**config.mk**
```make
export PLATFORM = sky130hd
export DESIGN_NAME = qa_drv_tester
export DESIGN_NICKNAME = d
export VERILOG_FILES = /design/src/qa_tester_pkg.sv /design/src/qa_tester_if.sv /design/src/qa_tester_mode_fsm.sv /design/src/qa_source_gen.sv /design/src/qa_tester_route.sv /design/src/qa_tester_status.sv /design/src/qa_drv_tester.sv
export VERILOG_INCLUDE_DIRS = /design/src
export SDC_FILE = /design/constraint.sdc
export NUM_CORES = 1
export LEC_CHECK = 0
export ABC_AREA = 1
export BUFFER_PORTS_ARGS = -buffer_cell sky130_fd_sc_hd__buf_2
export CAP_MARGIN = 20
export CORE_AREA = 2 2 223 225
export CTS_CLUSTER_DIAMETER = 50
export DETAILED_ROUTE_END_ITERATION = 8
export DIE_AREA = 0 0 225 227
export RECOVER_POWER = 50
export SLEW_MARGIN = 15
export SYNTH_ARGS = -nofsm -noshare
export SYNTH_HDL_FRONTEND = slang
export SYNTH_SLANG_ARGS = --single-unit
```
**constraint.sdc**
```tcl
create_clock -name clk -period 2.3 [get_ports clk]
set_clock_uncertainty 0.1 [all_clocks]
set_input_delay 0.115 -clock clk [delete_from_list [all_inputs] [get_ports clk]]
set_output_delay 0.115 -clock clk [all_outputs]
set_load 0.05 [all_outputs]
```
**src/qa_tester_settings.svh**
```systemverilog
`ifndef QA_TESTER_SETTINGS_SVH
`define QA_TESTER_SETTINGS_SVH

// Width of one host channel message
`define QA_UMF_WIDTH 128

// Width of the SOURCE message count carried by a CSR request
`define QA_COUNT_WIDTH 31

// First pattern sent in SOURCE mode
`define QA_SOURCE_INIT 1

// Constant folded into every pattern step
// Each step is (pattern << 1) ^ this value
`define QA_SOURCE_XOR 12345

`endif

```
**src/qa_tester_pkg.sv**
```systemverilog
package qa_tester_pkg;

    // Test mode of the node
    // Encoding matches the CSR request field, so a raw request casts directly
    typedef enum logic [1:0]
    {
        NORMAL   = 2'd0,
        // Consume host messages, answer once at the end
        SINK     = 2'd1,
        // Send a counted pattern stream to the host
        SOURCE   = 2'd2,
        // Echo host messages back to the host
        LOOPBACK = 2'd3
    } t_test_mode;

    // Debug snapshot of the channel strobes
    // Packed MSB first, 6 bits in total
    typedef struct packed
    {
        // Driver to-client side has a message
        logic       rx_rdy;
        // Message taken from the driver rx FIFO
        logic       rx_enable;
        // Driver from-client side has space
        logic       tx_rdy;
        // Message written into the driver tx FIFO
        logic       tx_enable;
        // Mode in effect during the sampled cycle
        t_test_mode mode;
    } t_tester_dbg;

endpackage

```
**src/qa_tester_if.sv**
```systemverilog
`include "qa_tester_settings.svh"

// Control bundle shared by the tester blocks
interface tester_ctrl_if;
    import qa_tester_pkg::*;

    // Current test mode, owned by the mode FSM
    t_test_mode                 mode;
    // End of the running test, decided by the router
    logic                       test_done;
    // SOURCE pattern before the last-message flag is merged in
    logic [`QA_UMF_WIDTH-1:0]   source_data;
    // Count has reached its final message
    logic                       source_last;

    modport fsm
    (
        output mode,
        input  test_done
    );

    modport route
    (
        input  mode,
        input  source_data,
        input  source_last,
        output test_done
    );

    modport source
    (
        input  mode,
        output source_data,
        output source_last
    );

    modport status
    (
        input  mode,
        input  test_done
    );

endinterface

```
**src/qa_tester_mode_fsm.sv**
```systemverilog
module qa_tester_mode_fsm
(
    input  logic                     clk,
    input  logic                     resetb,
    // Raw request, nonzero for exactly one cycle
    input  qa_tester_pkg::t_test_mode csr_test_mode,
    tester_ctrl_if.fsm               ctrl
);
    import qa_tester_pkg::*;

    // Mode register and its next value
    t_test_mode mode_q;
    t_test_mode mode_next;

    // A request is present whenever the field is not NORMAL
    logic csr_req;

    assign csr_req = (csr_test_mode != NORMAL);

    // Next-state decision
    always_comb
    begin
        mode_next = mode_q;

        // A new request takes priority over a test ending in the same cycle
        if (csr_req)
        begin
            mode_next = csr_test_mode;
        end
        else if (ctrl.test_done)
        begin
            // Test complete, give the channel back to the client
            mode_next = NORMAL;
        end
    end

    // State register
    always_ff @(posedge clk)
    begin
        if (!resetb)
        begin
            mode_q <= NORMAL;
        end
        else
        begin
            mode_q <= mode_next;
        end
    end

    // Mode is broadcast to route, source and status
    assign ctrl.mode = mode_q;

endmodule

```
**src/qa_source_gen.sv**
```systemverilog
`include "qa_tester_settings.svh"

module qa_source_gen
(
    input  logic                        clk,
    // Number of messages to send, captured with the request
    input  logic [`QA_COUNT_WIDTH-1:0]  csr_test_count,
    // Host side can take a message this cycle
    input  logic                        tx_rdy,
    tester_ctrl_if.source               ctrl
);
    import qa_tester_pkg::*;

    localparam logic [`QA_UMF_WIDTH-1:0]  PATTERN_INIT = `QA_SOURCE_INIT;
    localparam logic [`QA_UMF_WIDTH-1:0]  PATTERN_XOR  = `QA_SOURCE_XOR;
    localparam logic [`QA_COUNT_WIDTH-1:0] COUNT_LAST  = 1;

    // Messages still to send, including the current one
    logic [`QA_COUNT_WIDTH-1:0] count_q;
    // Pattern of the message currently offered
    logic [`QA_UMF_WIDTH-1:0]   pattern_q;
    logic                       in_source;

    assign in_source = (ctrl.mode == SOURCE);

    // Count and pattern registers
    // Outside SOURCE they track the request every cycle,
    // so the value in the request cycle is what the test starts from
    always_ff @(posedge clk)
    begin
        if (!in_source)
        begin
            count_q   <= csr_test_count;
            pattern_q <= PATTERN_INIT;
        end
        else if (tx_rdy)
        begin
            // One message leaves on every cycle with tx_rdy
            count_q   <= count_q - 1'b1;
            // Predictable shift-XOR sequence the host can check
            pattern_q <= (pattern_q << 1) ^ PATTERN_XOR;
        end
    end

    assign ctrl.source_data = pattern_q;

    // Count of 0 wraps and is never flagged until it comes round to 1
    assign ctrl.source_last = (count_q == COUNT_LAST);

endmodule

```
**src/qa_tester_route.sv**
```systemverilog
`include "qa_tester_settings.svh"

module qa_tester_route
(
    // Client side of the to-client FIFO
    output logic [`QA_UMF_WIDTH-1:0] rx_fifo_data,
    output logic                     rx_fifo_rdy,
    input  logic                     rx_fifo_enable,

    // Client side of the from-client FIFO
    input  logic [`QA_UMF_WIDTH-1:0] tx_fifo_data,
    output logic                     tx_fifo_rdy,
    input  logic                     tx_fifo_enable,

    // Driver side of the to-client FIFO
    input  logic [`QA_UMF_WIDTH-1:0] rx_data,
    input  logic                     rx_rdy,
    output logic                     rx_enable,

    // Driver side of the from-client FIFO
    output logic [`QA_UMF_WIDTH-1:0] tx_data,
    input  logic                     tx_rdy,
    output logic                     tx_enable,

    tester_ctrl_if.route             ctrl
);
    import qa_tester_pkg::*;

    // End of test for the current cycle
    logic done;

    // Client always sees the driver data, it is ignored while rdy is low
    assign rx_fifo_data = rx_data;

    always_comb
    begin
        // NORMAL routing unless a test mode overrides it
        rx_fifo_rdy = rx_rdy;
        tx_fifo_rdy = tx_rdy;
        rx_enable   = rx_fifo_enable;
        tx_data     = tx_fifo_data;
        tx_enable   = tx_fifo_enable;
        done        = 1'b0;

        case (ctrl.mode)
            SINK:
            begin
                // Client is locked out
                rx_fifo_rdy = 1'b0;
                tx_fifo_rdy = 1'b0;
                // Take a message only when the answer could be sent
                rx_enable   = rx_rdy && tx_rdy;
                // Bit 0 marks the final message of the test
                done        = rx_enable && rx_data[0];
                // Single reply carrying a 1
                tx_data     = {{(`QA_UMF_WIDTH-1){1'b0}}, rx_enable};
                tx_enable   = done;
            end

            SOURCE:
            begin
                rx_fifo_rdy = 1'b0;
                tx_fifo_rdy = 1'b0;
                // Drain whatever the host sends meanwhile
                rx_enable   = rx_rdy;
                // Pattern with bit 0 reused as the last-message flag
                tx_data     = {ctrl.source_data[`QA_UMF_WIDTH-1:1], ctrl.source_last};
                tx_enable   = tx_rdy;
                done        = tx_rdy && ctrl.source_last;
            end

            LOOPBACK:
            begin
                rx_fifo_rdy = 1'b0;
                tx_fifo_rdy = 1'b0;
                // Accept only what can be echoed in the same cycle
                rx_enable   = rx_rdy && tx_rdy;
                tx_data     = rx_data;
                tx_enable   = rx_enable;
                done        = rx_enable && rx_data[0];
            end

            default:
            begin
                // NORMAL keeps the straight-through defaults
                done = 1'b0;
            end
        endcase
    end

    assign ctrl.test_done = done;

endmodule

```
**src/qa_tester_status.sv**
```systemverilog
module qa_tester_status
(
    input  logic                       clk,
    input  logic                       resetb,
    // Routed driver strobes
    input  logic                       rx_rdy,
    input  logic                       rx_enable,
    input  logic                       tx_rdy,
    input  logic                       tx_enable,
    tester_ctrl_if.status              ctrl,
    output qa_tester_pkg::t_tester_dbg dbg_tester,
    output logic [15:0]                tests_done
);
    import qa_tester_pkg::*;

    // Snapshot lags the strobes by one cycle
    always_ff @(posedge clk)
    begin
        if (!resetb)
        begin
            dbg_tester <= '0;
        end
        else
        begin
            dbg_tester.rx_rdy    <= rx_rdy;
            dbg_tester.rx_enable <= rx_enable;
            dbg_tester.tx_rdy    <= tx_rdy;
            dbg_tester.tx_enable <= tx_enable;
            dbg_tester.mode      <= ctrl.mode;
        end
    end

    // Completed tests, wraps at 16 bits
    always_ff @(posedge clk)
    begin
        if (!resetb)
        begin
            tests_done <= '0;
        end
        else if (ctrl.test_done)
        begin
            tests_done <= tests_done + 1'b1;
        end
    end

endmodule

```
**src/qa_drv_tester.sv**
```systemverilog
`include "qa_tester_settings.svh"

module qa_drv_tester
(
    input  logic                        clk,
    input  logic                        resetb,

    // CSR test request, valid while mode is nonzero
    input  logic [1:0]                  csr_test_mode,
    input  logic [`QA_COUNT_WIDTH-1:0]  csr_test_count,

    // Client side of the to-client FIFO
    output logic [`QA_UMF_WIDTH-1:0]    rx_fifo_data,
    output logic                        rx_fifo_rdy,
    input  logic                        rx_fifo_enable,

    // Client side of the from-client FIFO
    input  logic [`QA_UMF_WIDTH-1:0]    tx_fifo_data,
    output logic                        tx_fifo_rdy,
    input  logic                        tx_fifo_enable,

    // Driver side of the to-client FIFO
    input  logic [`QA_UMF_WIDTH-1:0]    rx_data,
    input  logic                        rx_rdy,
    output logic                        rx_enable,

    // Driver side of the from-client FIFO
    output logic [`QA_UMF_WIDTH-1:0]    tx_data,
    input  logic                        tx_rdy,
    output logic                        tx_enable,

    // Status outputs
    output logic [5:0]                  dbg_tester,
    output logic [15:0]                 tests_done
);
    import qa_tester_pkg::*;

    t_test_mode  csr_mode;
    t_tester_dbg dbg_snap;

    // Raw CSR field uses the mode encoding directly
    assign csr_mode = t_test_mode'(csr_test_mode);

    tester_ctrl_if ctrl ();

    qa_tester_mode_fsm mode_fsm0
    (
        .clk           (clk),
        .resetb        (resetb),
        .csr_test_mode (csr_mode),
        .ctrl          (ctrl.fsm)
    );

    qa_source_gen source_gen0
    (
        .clk            (clk),
        .csr_test_count (csr_test_count),
        .tx_rdy         (tx_rdy),
        .ctrl           (ctrl.source)
    );

    qa_tester_route route0
    (
        .rx_fifo_data   (rx_fifo_data),
        .rx_fifo_rdy    (rx_fifo_rdy),
        .rx_fifo_enable (rx_fifo_enable),
        .tx_fifo_data   (tx_fifo_data),
        .tx_fifo_rdy    (tx_fifo_rdy),
        .tx_fifo_enable (tx_fifo_enable),
        .rx_data        (rx_data),
        .rx_rdy         (rx_rdy),
        .rx_enable      (rx_enable),
        .tx_data        (tx_data),
        .tx_rdy         (tx_rdy),
        .tx_enable      (tx_enable),
        .ctrl           (ctrl.route)
    );

    // Status samples the routed enables, not the client ones
    qa_tester_status status0
    (
        .clk        (clk),
        .resetb     (resetb),
        .rx_rdy     (rx_rdy),
        .rx_enable  (rx_enable),
        .tx_rdy     (tx_rdy),
        .tx_enable  (tx_enable),
        .ctrl       (ctrl.status),
        .dbg_tester (dbg_snap),
        .tests_done (tests_done)
    );

    // Flattened for the status manager
    assign dbg_tester = dbg_snap;

endmodule

```
==> metrics list <==
- Upper clock frequency limit: 452 MHz
- Internal power comes to 0.00576 W.
- The tightest min-delay check is of the input port to flip-flop type.
- The worst setup path is launched from a flip-flop.
- CTS saw 182 sinks.
- Of the total power, the share spent switching nets is 0.401.
- The total count of hold-check failures in the final report was 0.
- The die covers 51100 sq um.
- Worst EP arrival: 2000 ps
* Non-filler cells, final: 2564
- Along the worst path, the maximum fanout reaches 2.
- Input and output buffers added on the ports amount to 576.
- In the layout the commonest cells are nand2_1 (497), buf_2 (338), nand3_1 (151), clkbuf_1 (151), dfxtp_1 (149).
- Post-synth cell types: 39
* Count of routing violations after the opening detailed-route iteration: 588
- Across every metal layer, demand over resource in global routing totals 0.179.
* Number of I/O pins: 577
- CTS tree: built
- The analysis attributes to net switching a power of 0.00385 W.
- The clock period could shrink to 2210 ps.
- Relative slew slack: 0.0245
- Cell depth of the worst hold path: 6
* Die span in x: 225 microns
* Standard cell core area: 48500 sq um
* Standard-cell row count: 81
- Placed cell area: 13500 sq um
- Net count of the mapped netlist: 1726
- The clock passes through at most 2 buffers.
* Remaining global-route overflow: 0
* Clk network pwr share: 0.327
* Clk pin slew, worst setup/hold paths: 90 ps
- Combinational share of power: 0.319
* Syn avg cell area: 7.39 sq um
- Syn. warnings: 0
* Seq cells post-synth: 182
- Across the run, the number of max-cap violations was 0.
* Worst-skew pair later-pin latency: 500 ps
* Die Height: 227 microns
- Count of TritonRoute iterations in the first routing pass: 5
* Gate Count Post-Synth: 1428
- Compared with the post-synthesis result, the final layout area differs by 42.4%.
- Required time worst endpoint: 2090 ps
* Slew of the pin with the lowest slew margin: 1460 ps
- At the end of routability-driven placement, the weighted congestion stood at 0.915.
- Post-detailed-route DRC marker count: 0
- In the final routed layout, each cell accounts on average for 18.9 microns.
- Most common cell after layout, fill and taps aside: nand2_1
- The initial utilization of the core area, before any placement, comes to 0.217.
* RSZ-0062 raised after global routing: yes
- The filler cells instantiated in the layout total 5263.
- Vias per cell: 4.53
- The max-slew violation total from the final report was 0.
* Pwr per Cell Area: 640 nW/um^2
* Crit path kind: flip-flop to output pin
- IR analysis of the VDD net gives a maximum drop of 0.579 mV.
- # placed instances: 2455
* Endpoints failing setup: 0
* CTS Buf Count: 17
* Via count of the first global-routing pass: 10.9k
* Proportion of power drawn by flip-flops and latches: 0.354
- The clock tree synthesis step divided the H-tree into 4 levels.
- Initial antenna violation count: 23
- Largest incremental delay on the critical path: 410 ps
* Cells along the critical path: inv_2 -> ha_4 -> inv_2 -> nor2_2 -> nand3_2 -> nor2_4 -> nand3_2 -> a21oi_2 -> buf_6
- Summing internal, switching and leakage power gives 0.00961 W.
* Post-route clock period utilization: 0.961
* P_leak: 7.01 nW
- After detailed routing, the total wire length is 48400 microns.
- Maximum number of pins on one net before global-route repair: 71
- Post-layout net count: 2219
* Cell at the root of the clock tree: clkbuf_16
* Post-synthesis instance area: 10500 sq um
- The worst setup path is captured at an output pin.
* Slowest cell on the critical path: edfxtp_1
- For this run, the register share of the synthesized area comes to 0.375.
- In the final layout, the share of cells above drive strength 1 is 0.294.
- The worst register-to-register path has a depth of 10.
- Detailed placement ended at an HPWL of 36900 microns.
- Result of the run: finished clean
* Post-Route Setup TNS: 0 ps
* Post-route design area: 15000 sq um
* Remaining antenna violation count: 0
- Total vias in the final route: 11.6k
- First-pass GRT wire length: 66600 microns
worst max-delay path, delay by kind of cell, from the launching register on:
family	cells	cell delay [ps]
buf+inv	3	310
compound gates	1	160
simple gates	4	490
flops	1	410
fa+ha+maj	1	120
stage by stage:
stage	hold WS, ps	utilization	setup WS [ps]
2_1_floorplan	108	-	154
3_3_place_gp	269	0.278	259
3_5_place_dp	259	0.278	224
4_1_cts	152	0.306	-4.84
5_1_grt	235	0.309	-50.0
6_report	218	0.309	89.2
power groups by stage:
stage          Combinational [W]  Sequential, W  Clock, W
3_3_place_gp             0.00280        0.00348         0
6_report                 0.00307        0.00341   0.00314
4_1_cts                  0.00298        0.00340   0.00327
3_5_place_dp             0.00280        0.00348         0
2_1_floorplan            0.00197        0.00348         0
5_1_grt                  0.00322        0.00342   0.00337
final cells by class:
| cell class | instances | area, sq um | area share |
|---|---|---|---|
| clock inverter | 15 | 205 | 0.0137 |
| timing repair buffer | 670 | 4210 | 0.280 |
| antenna | 8 | 20.0 | 0.00133 |
| multi-input combinational | 997 | 5220 | 0.347 |
| clock buffer | 17 | 425 | 0.0283 |
| inverter | 53 | 205 | 0.0137 |
| tap | 622 | 778 | 0.0518 |
| sequential | 182 | 3960 | 0.264 |
Yosys cell counts:
master	count	area share
buf_2	37	0.018
buf_1	11	0.0039
nand2_4	2	0.0021
and2_1	1	0.00059
o21ai_1	3	0.0014
mux2i_1	117	0.11
inv_1	45	0.016
nor2_4	1	0.0011
o21bai_1	3	0.0021
buf_4	128	0.091
nand2_1	503	0.18
nand3_4	1	0.0017
a211oi_1	1	0.00071
edfxtp_1	31	0.088
a21oi_2	9	0.0075
nand4_1	5	0.0030
nor2_1	88	0.031
nor3b_1	1	0.00071
dfxtp_1	151	0.29
o211ai_1	8	0.0057
xor2_1	16	0.013
inv_2	6	0.0021
xnor2_1	8	0.0066
nor3_1	4	0.0019
o21ai_0	19	0.0090
o31ai_1	1	0.00071
nor2_8	1	0.0019
nand3_1	157	0.075
a221oi_1	1	0.00083
ha_1	3	0.0036
a21oi_1	13	0.0062
a31oi_1	8	0.0047
buf_12	1	0.0019
clkbuf_1	19	0.0068
clkinv_1	2	0.00071
o22ai_1	6	0.0036
nand2_2	10	0.0059
nor2_2	6	0.0036
a21o_1	1	0.00071
per-layer routing:
metal / global-route usage / up-vias / wire length, microns
met1: 0.205 / 5527 / 19500
met3: 0.0385 / 93 / 2520
met4: 0.0840 / 2 / 1980
li1: - / 5518 / -
met2: 0.316 / 486 / 24400
met5: 0 / - / 12
timing repair:
item,CTS,global route
gates cloned,2,2
gates resized for setup,51,100
pin swaps,8,5
hold buffers,43,0
setup buffers,12,10
hold endpoints to repair,49,0
setup endpoints to repair,130,74
path summary, 6_finish.rpt:
check | from | end | slack (ps)
max | source_gen0.count_q[1] | tx_data[0] | 90
min | rx_data[0] | status0.dbg_tester[2] | 220
max reg2reg | source_gen0.count_q[1] | source_gen0.count_q[25] | 150
min reg2reg | source_gen0.ctrl.source_data[2] | source_gen0.ctrl.source_data[3] | 360
sequential cells by signal, indices dropped and copies added (netlist names):
signal                        cells
mode_fsm0.ctrl.mode               2
status0.tests_done               16
status0.dbg_tester                6
source_gen0.ctrl.source_data    127
source_gen0.count_q              31
cell families after synthesis:
group,synth area share
buffers and inverters,0.140
adder cells (fa/ha/maj),0.00356
flip-flops,0.375
multiplexers,0.111
XOR/XNOR,0.0199
AO/OA/AOI/OAI,0.0432
AND/OR/NAND/NOR,0.307
No activity file was read; power rests on OpenSTA's default activity.
